[src/hw/lsu_pkg.sv]
// Shared widths, queue depths and the memory-operation encoding of the store path
// Every module of the load-store unit imports this package in its header

package lsu_pkg;

    // Datapath widths
    localparam int DATA_W     = 32;
    localparam int ADDR_W     = 32;
    localparam int TAG_W      = 6;

    // Queue and memory sizes
    localparam int SQ_DEPTH   = 8;
    localparam int LQ_DEPTH   = 8;
    localparam int MEM_WORDS  = 64;

    // Derived index widths
    localparam int SQ_IDX_W   = $clog2(SQ_DEPTH);
    localparam int WORD_IDX_W = $clog2(MEM_WORDS);
    localparam int BYTES_W    = DATA_W / 8;

    // Memory operation, stores first and then loads
    typedef enum logic [2:0] {
        SB,
        SH,
        SW,
        LB,
        LH,
        LW,
        LBU,
        LHU
    } lsu_func_t;

    // Byte lanes touched by an access of type func at byte offset addr_lo
    // Accesses are always naturally aligned
    function automatic logic [BYTES_W-1:0] byte_mask(lsu_func_t func, logic [1:0] addr_lo);
        logic [BYTES_W-1:0] mask;
        case (func)
            SB, LB, LBU: mask = 4'b0001 << addr_lo;
            // Half-word picks the low or high pair by address bit 1
            SH, LH, LHU: mask = addr_lo[1] ? 4'b1100 : 4'b0011;
            default:     mask = 4'b1111;
        endcase
        return mask;
    endfunction

endpackage

[src/hw/lsu_sq.sv]
// Store queue of the load-store unit
// Issued stores wait here until the ROB retires them by tag, then the store is
// sent to the data memory and to the load queue in the same cycle

`timescale 1ns/100ps

module lsu_sq import lsu_pkg::*; (
    input  logic              clk,
    input  logic              n_rst,
    input  logic              i_flush,

    // Allocation of an issued store
    input  logic              i_alloc_en,
    input  logic [TAG_W-1:0]  i_alloc_tag,
    input  logic [ADDR_W-1:0] i_alloc_addr,
    input  logic [DATA_W-1:0] i_alloc_data,
    input  lsu_func_t         i_alloc_func,

    // Retirement request from the ROB
    input  logic              i_rob_retire_en,
    input  logic [TAG_W-1:0]  i_rob_retire_tag,
    input  logic              i_mem_stall,

    output logic              o_full,
    output logic              o_rob_retire_stall,

    // Retiring store towards memory and load queue
    output logic              o_retire_en,
    output logic [TAG_W-1:0]  o_retire_tag,
    output logic [ADDR_W-1:0] o_retire_addr,
    output logic [DATA_W-1:0] o_retire_data,
    output lsu_func_t         o_retire_func
);

    // Per-slot state, only valid is under reset
    logic [SQ_DEPTH-1:0] slot_valid;
    logic [TAG_W-1:0]    slot_tag  [SQ_DEPTH];
    logic [ADDR_W-1:0]   slot_addr [SQ_DEPTH];
    logic [DATA_W-1:0]   slot_data [SQ_DEPTH];
    lsu_func_t           slot_func [SQ_DEPTH];

    logic [SQ_DEPTH-1:0] empty;
    logic [SQ_DEPTH-1:0] alloc_sel;
    logic [SQ_DEPTH-1:0] retire_sel;
    logic [SQ_IDX_W-1:0] retire_idx;
    logic                allocating;
    logic                retiring;

    assign empty = ~slot_valid;

    // Lowest empty slot as a one-hot vector
    assign alloc_sel = empty & ~(empty - 1'b1);
    assign o_full    = ~|empty;

    // Allocation is dropped when full or flushing
    assign allocating = i_alloc_en & ~o_full & ~i_flush;

    // Tags are unique among valid slots so at most one bit is set
    always_comb begin
        for (int i = 0; i < SQ_DEPTH; i++) begin
            retire_sel[i] = slot_valid[i] && (slot_tag[i] == i_rob_retire_tag);
        end
    end

    // One-hot to binary slot number
    always_comb begin
        retire_idx = '0;
        for (int i = 0; i < SQ_DEPTH; i++) begin
            if (retire_sel[i]) begin
                retire_idx = retire_idx | SQ_IDX_W'(i);
            end
        end
    end

    // A cache miss with a full miss queue holds off the retirement
    assign o_rob_retire_stall = i_mem_stall;
    assign retiring           = i_rob_retire_en & ~i_mem_stall & |retire_sel;

    // The strobe only leaves when the store really goes to memory
    assign o_retire_en   = retiring;
    assign o_retire_tag  = slot_tag[retire_idx];
    assign o_retire_addr = slot_addr[retire_idx];
    assign o_retire_data = slot_data[retire_idx];
    assign o_retire_func = slot_func[retire_idx];

    // Flush wins over allocation, and the two selects never point at the same slot
    always_ff @(posedge clk or negedge n_rst) begin
        if (!n_rst) begin
            slot_valid <= '0;
        end else if (i_flush) begin
            slot_valid <= '0;
        end else begin
            for (int i = 0; i < SQ_DEPTH; i++) begin
                if (allocating && alloc_sel[i]) begin
                    slot_valid[i] <= 1'b1;
                end else if (retiring && retire_sel[i]) begin
                    slot_valid[i] <= 1'b0;
                end
            end
        end
    end

    // Store payload captured at allocation
    always_ff @(posedge clk) begin
        for (int i = 0; i < SQ_DEPTH; i++) begin
            if (allocating && alloc_sel[i]) begin
                slot_tag[i]  <= i_alloc_tag;
                slot_addr[i] <= i_alloc_addr;
                slot_data[i] <= i_alloc_data;
                slot_func[i] <= i_alloc_func;
            end
        end
    end

endmodule

[src/hw/lsu_lq.sv]
// Load queue of the load-store unit
// Tracks speculatively executed loads and marks any load that a later retiring
// store overlaps, the mark is reported as a replay when the load retires

`timescale 1ns/100ps

module lsu_lq import lsu_pkg::*; (
    input  logic              clk,
    input  logic              n_rst,
    input  logic              i_flush,

    // Allocation of an executed load
    input  logic              i_alloc_en,
    input  logic [TAG_W-1:0]  i_alloc_tag,
    input  logic [ADDR_W-1:0] i_alloc_addr,
    input  lsu_func_t         i_alloc_func,

    // Store leaving the store queue
    input  logic              i_st_retire_en,
    input  logic [ADDR_W-1:0] i_st_retire_addr,
    input  lsu_func_t         i_st_retire_func,

    // Load retirement from the ROB
    input  logic              i_rob_retire_en,
    input  logic [TAG_W-1:0]  i_rob_retire_tag,

    output logic              o_full,
    output logic              o_replay
);

    // Per-slot load record
    logic [LQ_DEPTH-1:0] slot_valid;
    logic [TAG_W-1:0]    slot_tag   [LQ_DEPTH];
    logic [ADDR_W-3:0]   slot_waddr [LQ_DEPTH];
    logic [BYTES_W-1:0]  slot_mask  [LQ_DEPTH];
    logic [LQ_DEPTH-1:0] slot_flag;

    logic [LQ_DEPTH-1:0] empty;
    logic [LQ_DEPTH-1:0] alloc_sel;
    logic [LQ_DEPTH-1:0] retire_sel;
    logic [LQ_DEPTH-1:0] st_hit;
    logic [BYTES_W-1:0]  alloc_mask;
    logic [BYTES_W-1:0]  st_mask;
    logic                allocating;
    logic                retiring;

    assign empty     = ~slot_valid;
    assign alloc_sel = empty & ~(empty - 1'b1);
    assign o_full    = ~|empty;

    assign allocating = i_alloc_en & ~o_full & ~i_flush;
    assign alloc_mask = byte_mask(i_alloc_func, i_alloc_addr[1:0])
    ;
    assign st_mask    = byte_mask(i_st_retire_func, i_st_retire_addr[1:0]);

    // Every queued load is younger than a retiring store, so an overlap means
    // the load read stale data
    always_comb begin
        for (int i = 0; i < LQ_DEPTH; i++) begin
            st_hit[i]     = i_st_retire_en && slot_valid[i] &&
                            (slot_waddr[i] == i_st_retire_addr[ADDR_W-1:2]) &&
                            |(slot_mask[i] & st_mask);
            retire_sel[i] = slot_valid[i] && (slot_tag[i] == i_rob_retire_tag);
        end
    end

    assign retiring = i_rob_retire_en & |retire_sel;

    // Replay goes out in the retirement cycle itself
    assign o_replay = retiring & |(retire_sel & slot_flag);

    always_ff @(posedge clk or negedge n_rst) begin
        if (!n_rst) begin
            slot_valid <= '0;
        end else if (i_flush) begin
            slot_valid <= '0;
        end else begin
            for (int i = 0; i < LQ_DEPTH; i++) begin
                if (allocating && alloc_sel[i]) begin
                    slot_valid[i] <= 1'b1;
                end else if (retiring && retire_sel[i]) begin
                    slot_valid[i] <= 1'b0;
                end
            end
        end
    end

    // A new load starts clean, a hit only ever sets the flag
    always_ff @(posedge clk) begin
        for (int i = 0; i < LQ_DEPTH; i++) begin
            if (allocating && alloc_sel[i]) begin
                slot_tag[i]   <= i_alloc_tag;
                slot_waddr[i] <= i_alloc_addr[ADDR_W-1:2];
                slot_mask[i]  <= alloc_mask;
                slot_flag[i]  <= 1'b0;
            end else if (st_hit[i]) begin
                slot_flag[i]  <= 1'b1;
            end
        end
    end

endmodule

[src/hw/lsu_dmem.sv]
// Word-addressed data memory behind the store queue
// Retiring stores write their byte lanes, and one read port returns a word
// one cycle after the address is presented

`timescale 1ns/100ps

module lsu_dmem import lsu_pkg::*; (
    input  logic              clk,

    // Write port fed by the retiring store
    input  logic              i_wr_en,
    input  logic [ADDR_W-1:0] i_wr_addr,
    input  logic [DATA_W-1:0] i_wr_data,
    input  lsu_func_t         i_wr_func,

    // Registered read port
    input  logic [ADDR_W-1:0] i_rd_addr,
    output logic [DATA_W-1:0] o_rd_data
);

    logic [DATA_W-1:0]     mem [MEM_WORDS];

    logic [WORD_IDX_W-1:0] wr_idx;
    logic [WORD_IDX_W-1:0] rd_idx;
    logic [BYTES_W-1:0]    wr_mask;
    logic [DATA_W-1:0]     wr_lanes;

    // Bits 7 to 2 pick the word, anything above wraps
    assign wr_idx = i_wr_addr[WORD_IDX_W+1:2];
    assign rd_idx = i_rd_addr[WORD_IDX_W+1:2];

    // Move a byte or half-word up to the lane its offset names
    assign wr_lanes = i_wr_data << {i_wr_addr[1:0], 3'b000};
    assign wr_mask  = byte_mask(i_wr_func, i_wr_addr[1:0]);

    initial begin
        for (int i = 0; i < MEM_WORDS; i++) begin
            mem[i] = '0;
        end
    end

    always_ff @(posedge clk) begin
        if (i_wr_en) begin
            for (int b = 0; b < BYTES_W; b++) begin
                if (wr_mask[b]) begin
                    mem[wr_idx][8*b +: 8] <= wr_lanes[8*b +: 8];
                end
            end
        end
    end

    // A write at the same edge shows up on the following read
    always_ff @(posedge clk) begin
        o_rd_data <= mem[rd_idx];
    end

endmodule

[src/hw/lsu_store_path.sv]
// Store side of the load-store unit
// Joins the store queue, the load queue and the data memory through one
// retiring-store bundle

`timescale 1ns/100ps

module lsu_store_path import lsu_pkg::*; (
    input  logic              clk,
    input  logic              n_rst,
    input  logic              i_flush,

    // Store allocation and retirement
    input  logic              i_st_alloc_en,
    input  logic [TAG_W-1:0]  i_st_alloc_tag,
    input  logic [ADDR_W-1:0] i_st_alloc_addr,
    input  logic [DATA_W-1:0] i_st_alloc_data,
    input  lsu_func_t         i_st_alloc_func,
    input  logic              i_rob_st_retire_en,
    input  logic [TAG_W-1:0]  i_rob_st_retire_tag,
    input  logic              i_mem_stall,

    // Load allocation and retirement
    input  logic              i_ld_alloc_en,
    input  logic [TAG_W-1:0]  i_ld_alloc_tag,
    input  logic [ADDR_W-1:0] i_ld_alloc_addr,
    input  lsu_func_t         i_ld_alloc_func,
    input  logic              i_rob_ld_retire_en,
    input  logic [TAG_W-1:0]  i_rob_ld_retire_tag,

    input  logic [ADDR_W-1:0] i_mem_rd_addr,

    output logic              o_sq_full,
    output logic              o_lq_full,
    output logic              o_rob_st_retire_stall,
    output logic              o_st_retire_en,
    output logic [TAG_W-1:0]  o_st_retire_tag,
    output logic              o_ld_replay,
    output logic [DATA_W-1:0] o_mem_rd_data
);

    // Retiring store shared by memory and load queue
    logic              sq_retire_en;
    logic [TAG_W-1:0]  sq_retire_tag;
    logic [ADDR_W-1:0] sq_retire_addr;
    logic [DATA_W-1:0] sq_retire_data;
    lsu_func_t         sq_retire_func;

    assign o_st_retire_en  = sq_retire_en;
    assign o_st_retire_tag = sq_retire_tag;

    lsu_sq i_lsu_sq (
        .clk                (clk),
        .n_rst              (n_rst),
        .i_flush            (i_flush),
        .i_alloc_en         (i_st_alloc_en),
        .i_alloc_tag        (i_st_alloc_tag),
        .i_alloc_addr       (i_st_alloc_addr),
        .i_alloc_data       (i_st_alloc_data),
        .i_alloc_func       (i_st_alloc_func),
        .i_rob_retire_en    (i_rob_st_retire_en),
        .i_rob_retire_tag   (i_rob_st_retire_tag),
        .i_mem_stall        (i_mem_stall),
        .o_full             (o_sq_full),
        .o_rob_retire_stall (o_rob_st_retire_stall),
        .o_retire_en        (sq_retire_en),
        .o_retire_tag       (sq_retire_tag),
        .o_retire_addr      (sq_retire_addr),
        .o_retire_data      (sq_retire_data),
        .o_retire_func      (sq_retire_func)
    );

    lsu_lq i_lsu_lq (
        .clk              (clk),
        .n_rst            (n_rst),
        .i_flush          (i_flush),
        .i_alloc_en       (i_ld_alloc_en),
        .i_alloc_tag      (i_ld_alloc_tag),
        .i_alloc_addr     (i_ld_alloc_addr),
        .i_alloc_func     (i_ld_alloc_func),
        .i_st_retire_en   (sq_retire_en),
        .i_st_retire_addr (sq_retire_addr),
        .i_st_retire_func (sq_retire_func),
        .i_rob_retire_en  (i_rob_ld_retire_en),
        .i_rob_retire_tag (i_rob_ld_retire_tag),
        .o_full           (o_lq_full),
        .o_replay         (o_ld_replay)
    );

    lsu_dmem i_lsu_dmem (
        .clk       (clk),
        .i_wr_en   (sq_retire_en),
        .i_wr_addr (sq_retire_addr),
        .i_wr_data (sq_retire_data),
        .i_wr_func (sq_retire_func),
        .i_rd_addr (i_mem_rd_addr),
        .o_rd_data (o_mem_rd_data)
    );

endmodule

[config.mk]
export PLATFORM = sky130hd
export DESIGN_NAME = lsu_store_path
export DESIGN_NICKNAME = d
export VERILOG_FILES = /design/src/hw/lsu_pkg.sv /design/src/hw/lsu_sq.sv /design/src/hw/lsu_lq.sv /design/src/hw/lsu_dmem.sv /design/src/hw/lsu_store_path.sv
export SDC_FILE = /design/constraint.sdc
export NUM_CORES = 2
export LEC_CHECK = 0
export ABC_AREA = 1
export BUFFER_PORTS_ARGS = -buffer_cell sky130_fd_sc_hd__buf_2
export CAP_MARGIN = 20
export CELL_PAD_IN_SITES_DETAIL_PLACEMENT = 0
export CELL_PAD_IN_SITES_GLOBAL_PLACEMENT = 1
export CORE_AREA = 3 3 490 492
export CTS_BUF_LIST = sky130_fd_sc_hd__clkbuf_16
export CTS_CLUSTER_DIAMETER = 100
export DETAILED_ROUTE_END_ITERATION = 10
export DIE_AREA = 0 0 493 495
export PLACE_DENSITY = 0.83
export SYNTH_ARGS = -nofsm -noshare
export SYNTH_HDL_FRONTEND = slang
export SYNTH_SLANG_ARGS = --single-unit
[constraint.sdc]
create_clock -name clk -period 8.3 [get_ports clk]
set_clock_uncertainty 0.2 [all_clocks]
set_input_delay 1.245 -clock clk [delete_from_list [all_inputs] [get_ports clk]]
set_output_delay 1.245 -clock clk [all_outputs]
set_load 0.005 [all_outputs]
==> metrics.md <==
| Metric | Value |
|---|---|
| Synth top area share | `72.2%` |
| Multiplexer area fraction after synthesis | `0%` |
| Placement Cell Area | `127,000 µm²` |
| Number of enable flip-flop cells after synthesis | `2,952` |
| Post-route cell area | `137,000 µm²` |
| Net total in the final layout | `10,318` |
| Antenna violations before repair | `64` |
| Post-route worst hold slack | `121 ps` |
| Critical-path maximum fanout | `38` |
| Share of the synthesized netlist area taken by xor and xnor gates | `0.200%` |
| Quantity of gates resized following cts | `0` |
| Top_reg_cell synth | `sky130_fd_sc_hd__edfxtp_1` |
| Die W | `493 µm` |
| Cell row count | `178` |
| Clk root buf | `sky130_fd_sc_hd__clkbuf_16` |
| Number of global-route vias before repair | `78,276` |
| Detailed-route wire length per cell | `25.0 µm` |
| Maximum frequency from static timing analysis | `0.150 GHz` |
| Total power | `0.0321 W` |
| Number of hold violations in the final report | `0` |
| Number of synthesized register bits | `3,008` |
| Adder-Cell Fraction of Synth Area | `0%` |
| Clock insertion delay at the later pin of the skew report | `950 ps` |
| Die footprint | `244,000 µm²` |
| Aggregate global-route resource usage | `27.4%` |
| Ports | `209` |
| Number of setup violations in the final report | `0` |
| Number of buffers between clock root and the deepest sink | `4` |
| Antenna Nets Post-Route | `0` |
| Largest net degree at the start of global routing | `181` |
| Total nets after synthesis | `10,220` |
| Half-perimeter wire length of the detailed placement result | `206 mm` |
| Critical Path AT | `5210 ps` |
| Die Ht | `495 µm` |
| Setup crit end kind | `output port` |
| Critical path startpoint category | `primary input` |
| Combinational family with the most area after synthesis | `simple AND/OR/NAND/NOR gates` |
| Number of cells produced by synthesis | `10,054` |
| Total leakage power | `46.1 nW` |
| Clock tree from TritonCTS | `yes` |
| Unrepaired setup endpoints after global routing | `false` |
| Cts hold-fix bufs | `0` |
| Total grt overflow | `0` |
| Simple-Gate Fraction of Synth Area | `12.9%` |
| Cts bufs inserted | `317` |
| Sequential fraction of the synthesis area | `73.2%` |
| Kind of path behind the tightest hold check | `primary input to asynchronous set/reset pin` |
| Dominant cell type by area after synthesis | `sky130_fd_sc_hd__edfxtp_1` |
| Post-CTS Setup Repair Bufs | `0` |
| First-pass iteration count of the detailed router | `8` |
| Global-route wire length before repair | `501 mm` |
| Clock slew seen by the registers of the worst setup and hold paths | `60 ps` |
| Areal power density over the cells | `234 nW/µm²` |
| Number of vias in the routed layout | `81,757` |
| Crit share post-route | `80.2%` |
| Worst path required time | `6860 ps` |
| 1st-iter DRT viols | `9,803` |
| Htree depth | `5` |
| Routed wire length | `340 mm` |
| Global placer's final weighted congestion | `0.897` |
| Share of async-settable or async-resettable flops after synthesis | `0.532%` |
| Slew at the pin closest to its max-slew limit | `1210 ps` |
| Run status | `finished clean` |
| Area fraction in compound gates after synthesis | `10.5%` |
| Yosys warns | `0` |
| Starting Density | `52.1%` |
| Port Buffers | `182` |
| Mapped cell area | `123,000 µm²` |
| Synth Area per Inst | `12.2 µm²` |
| Average via count per standard cell | `6.03` |
| Launching instance or port of the critical path | `i_rob_st_retire_tag[0]` |
| DRC violation count after routing | `0` |
| Area contributors post-synth | `sky130_fd_sc_hd__edfxtp_1, sky130_fd_sc_hd__nor2_1, sky130_fd_sc_hd__o21ai_0, sky130_fd_sc_hd__o22ai_1, sky130_fd_sc_hd__nand2_1` |
| Max Transition Viols Final | `0` |
| Final sum of negative setup slack | `0 ps` |
| Unique masters post-synth | `56` |
| Maximum Capacitance Violations | `0` |
| Headroom to the max-slew limit | `19.3%` |
| Clock sink total | `3,008` |
| Kind of critical path | `primary input to output port` |
| Fraction of layout cells with a size suffix above 1 | `9.83%` |
| Core area | `236,000 µm²` |
| Area delta synth->final | `11.6%` |
| Launch point of the worst reg-to-reg path | `i_lsu_sq.slot_tag[5][0]` |
| Worst IR Drop VDD | `0.000207 V` |
| Time the final worst path needs with I/O delays and setup | `6660 ps` |
## through the flow
step	cells	utilization (%)	worst slack, ps
after floorplan	10054	-	450
after global placement	12982	53.9	1210
after CTS	13531	58.1	1650
after global routing	13544	58.1	1370
after detailed placement	12983	53.9	1110
final	13567	58.1	1640
## synth_stat cells, types with 22 or more instances
cell,n
sky130_fd_sc_hd__nand3_1,459
sky130_fd_sc_hd__clkbuf_1,477
sky130_fd_sc_hd__nand3_2,48
sky130_fd_sc_hd__nand2_1,1035
sky130_fd_sc_hd__o21ai_0,1485
sky130_fd_sc_hd__buf_6,34
sky130_fd_sc_hd__buf_2,48
sky130_fd_sc_hd__o32ai_1,43
sky130_fd_sc_hd__o22ai_1,683
sky130_fd_sc_hd__a31oi_1,22
sky130_fd_sc_hd__nor2_1,1990
sky130_fd_sc_hd__nand4_1,31
sky130_fd_sc_hd__buf_4,28
sky130_fd_sc_hd__inv_1,303
sky130_fd_sc_hd__nand3b_1,80
sky130_fd_sc_hd__buf_1,24
sky130_fd_sc_hd__dfxtp_1,40
sky130_fd_sc_hd__edfxtp_1,2952
sky130_fd_sc_hd__nand2_2,27
sky130_fd_sc_hd__a21oi_1,39
## layer usage
| metal | wire length (µm) | up-vias | track usage, % |
|---|---|---|---|
| met3 | 34700 | 789 | 6.13 |
| met5 | 449 | - | 0.391 |
| met4 | 16300 | 66 | 12.3 |
| met1 | 129000 | 39971 | 36.1 |
| met2 | 160000 | 4186 | 43.7 |
| li1 | - | 36745 | - |
## critical path, stage by stage
cell and delay, ps:
sky130_fd_sc_hd__buf_2 150, sky130_fd_sc_hd__inv_2 180, sky130_fd_sc_hd__nand2_1 80, sky130_fd_sc_hd__nand2_1 70, sky130_fd_sc_hd__nor2_1 70, sky130_fd_sc_hd__nand2_1 120, sky130_fd_sc_hd__nor2_4 60, sky130_fd_sc_hd__nor2_8 530
sky130_fd_sc_hd__nand3_4 440, sky130_fd_sc_hd__clkinv_2 480, sky130_fd_sc_hd__buf_4 560, sky130_fd_sc_hd__nand2_1 100, sky130_fd_sc_hd__nand3_1 180, sky130_fd_sc_hd__clkinv_2 520, sky130_fd_sc_hd__buf_2 340
## cell type report
class | count | area (µm²)
flip-flops and latches | 3008 | 89800
clock buffers | 323 | 8080
repair buffers | 393 | 2730
diodes | 36 | 90.1
multi-input cells | 6111 | 29300
clock inverters | 225 | 1780
well taps | 3150 | 3940
fillers | 18538 | 98600
inverters | 321 | 1240
## registers in the layout, indices dropped and copies added, names as in the netlist
name	flops
i_lsu_lq.slot_flag	8
i_lsu_dmem.o_rd_data	32
i_lsu_sq.slot_tag	48
i_lsu_lq.slot_valid	8
i_lsu_sq.slot_data	256
i_lsu_lq.slot_waddr	240
i_lsu_sq.slot_addr	256
i_lsu_lq.slot_tag	48
i_lsu_lq.slot_mask	32
i_lsu_sq.slot_valid	8
i_lsu_sq.slot_func	24
i_lsu_dmem.mem	2048
## cell usage in the layout (no fill, tap or decap), drive strengths merged, types with 9 or more instances in the layout
cell    netlist  layout
edfxtp     2952    2952
nor2       2009    2009
o21ai      1496    1496
nand2      1071    1071
o22ai       683     683
nand3       518     518
buf         136     392
inv         316     377
clkbuf      478     324
clkinv        5     133
nand3b       80      80
o32ai        43      43
dfxtp        40      40
a21oi        39      39
diode         0      36
nand4        31      31
bufinv        0      28
a31oi        22      22
o211ai       21      21
xor2         19      19
nor3         17      17
dfrtp        16      16
a31o         12      12
xnor2         9       9
## final timing paths
| path | end | slack (ps) | cells after the start |
|---|---|---|---|
| max | o_st_retire_en | 1640 | 15 |
| min | i_lsu_sq.slot_valid[2] | 120 | 1 |
| max reg2reg | i_lsu_dmem.mem[32][31] | 1900 | 16 |
| min reg2reg | i_lsu_lq.slot_flag[7] | 260 | 2 |
| max in group asynchronous | i_lsu_sq.slot_valid[7] | 7350 | 1 |
| min in group clk | i_lsu_lq.slot_flag[7] | 260 | 2 |
## power breakdown
part	internal, W	switching (W)	leakage, nW
logic	0.000399	0.00126	13.9
clock network	0.00790	0.00566	5.07
registers	0.0168	0.0000492	27.2
## kinds of logic after synthesis
kind of cell	Yosys count
AOI/OAI and AO/OA	2336
DFF	3008
buffers and inverters	935
xor gates and xnor gates	28
and+or+nand+nor	3747
Power figures use the tool's default switching activity.
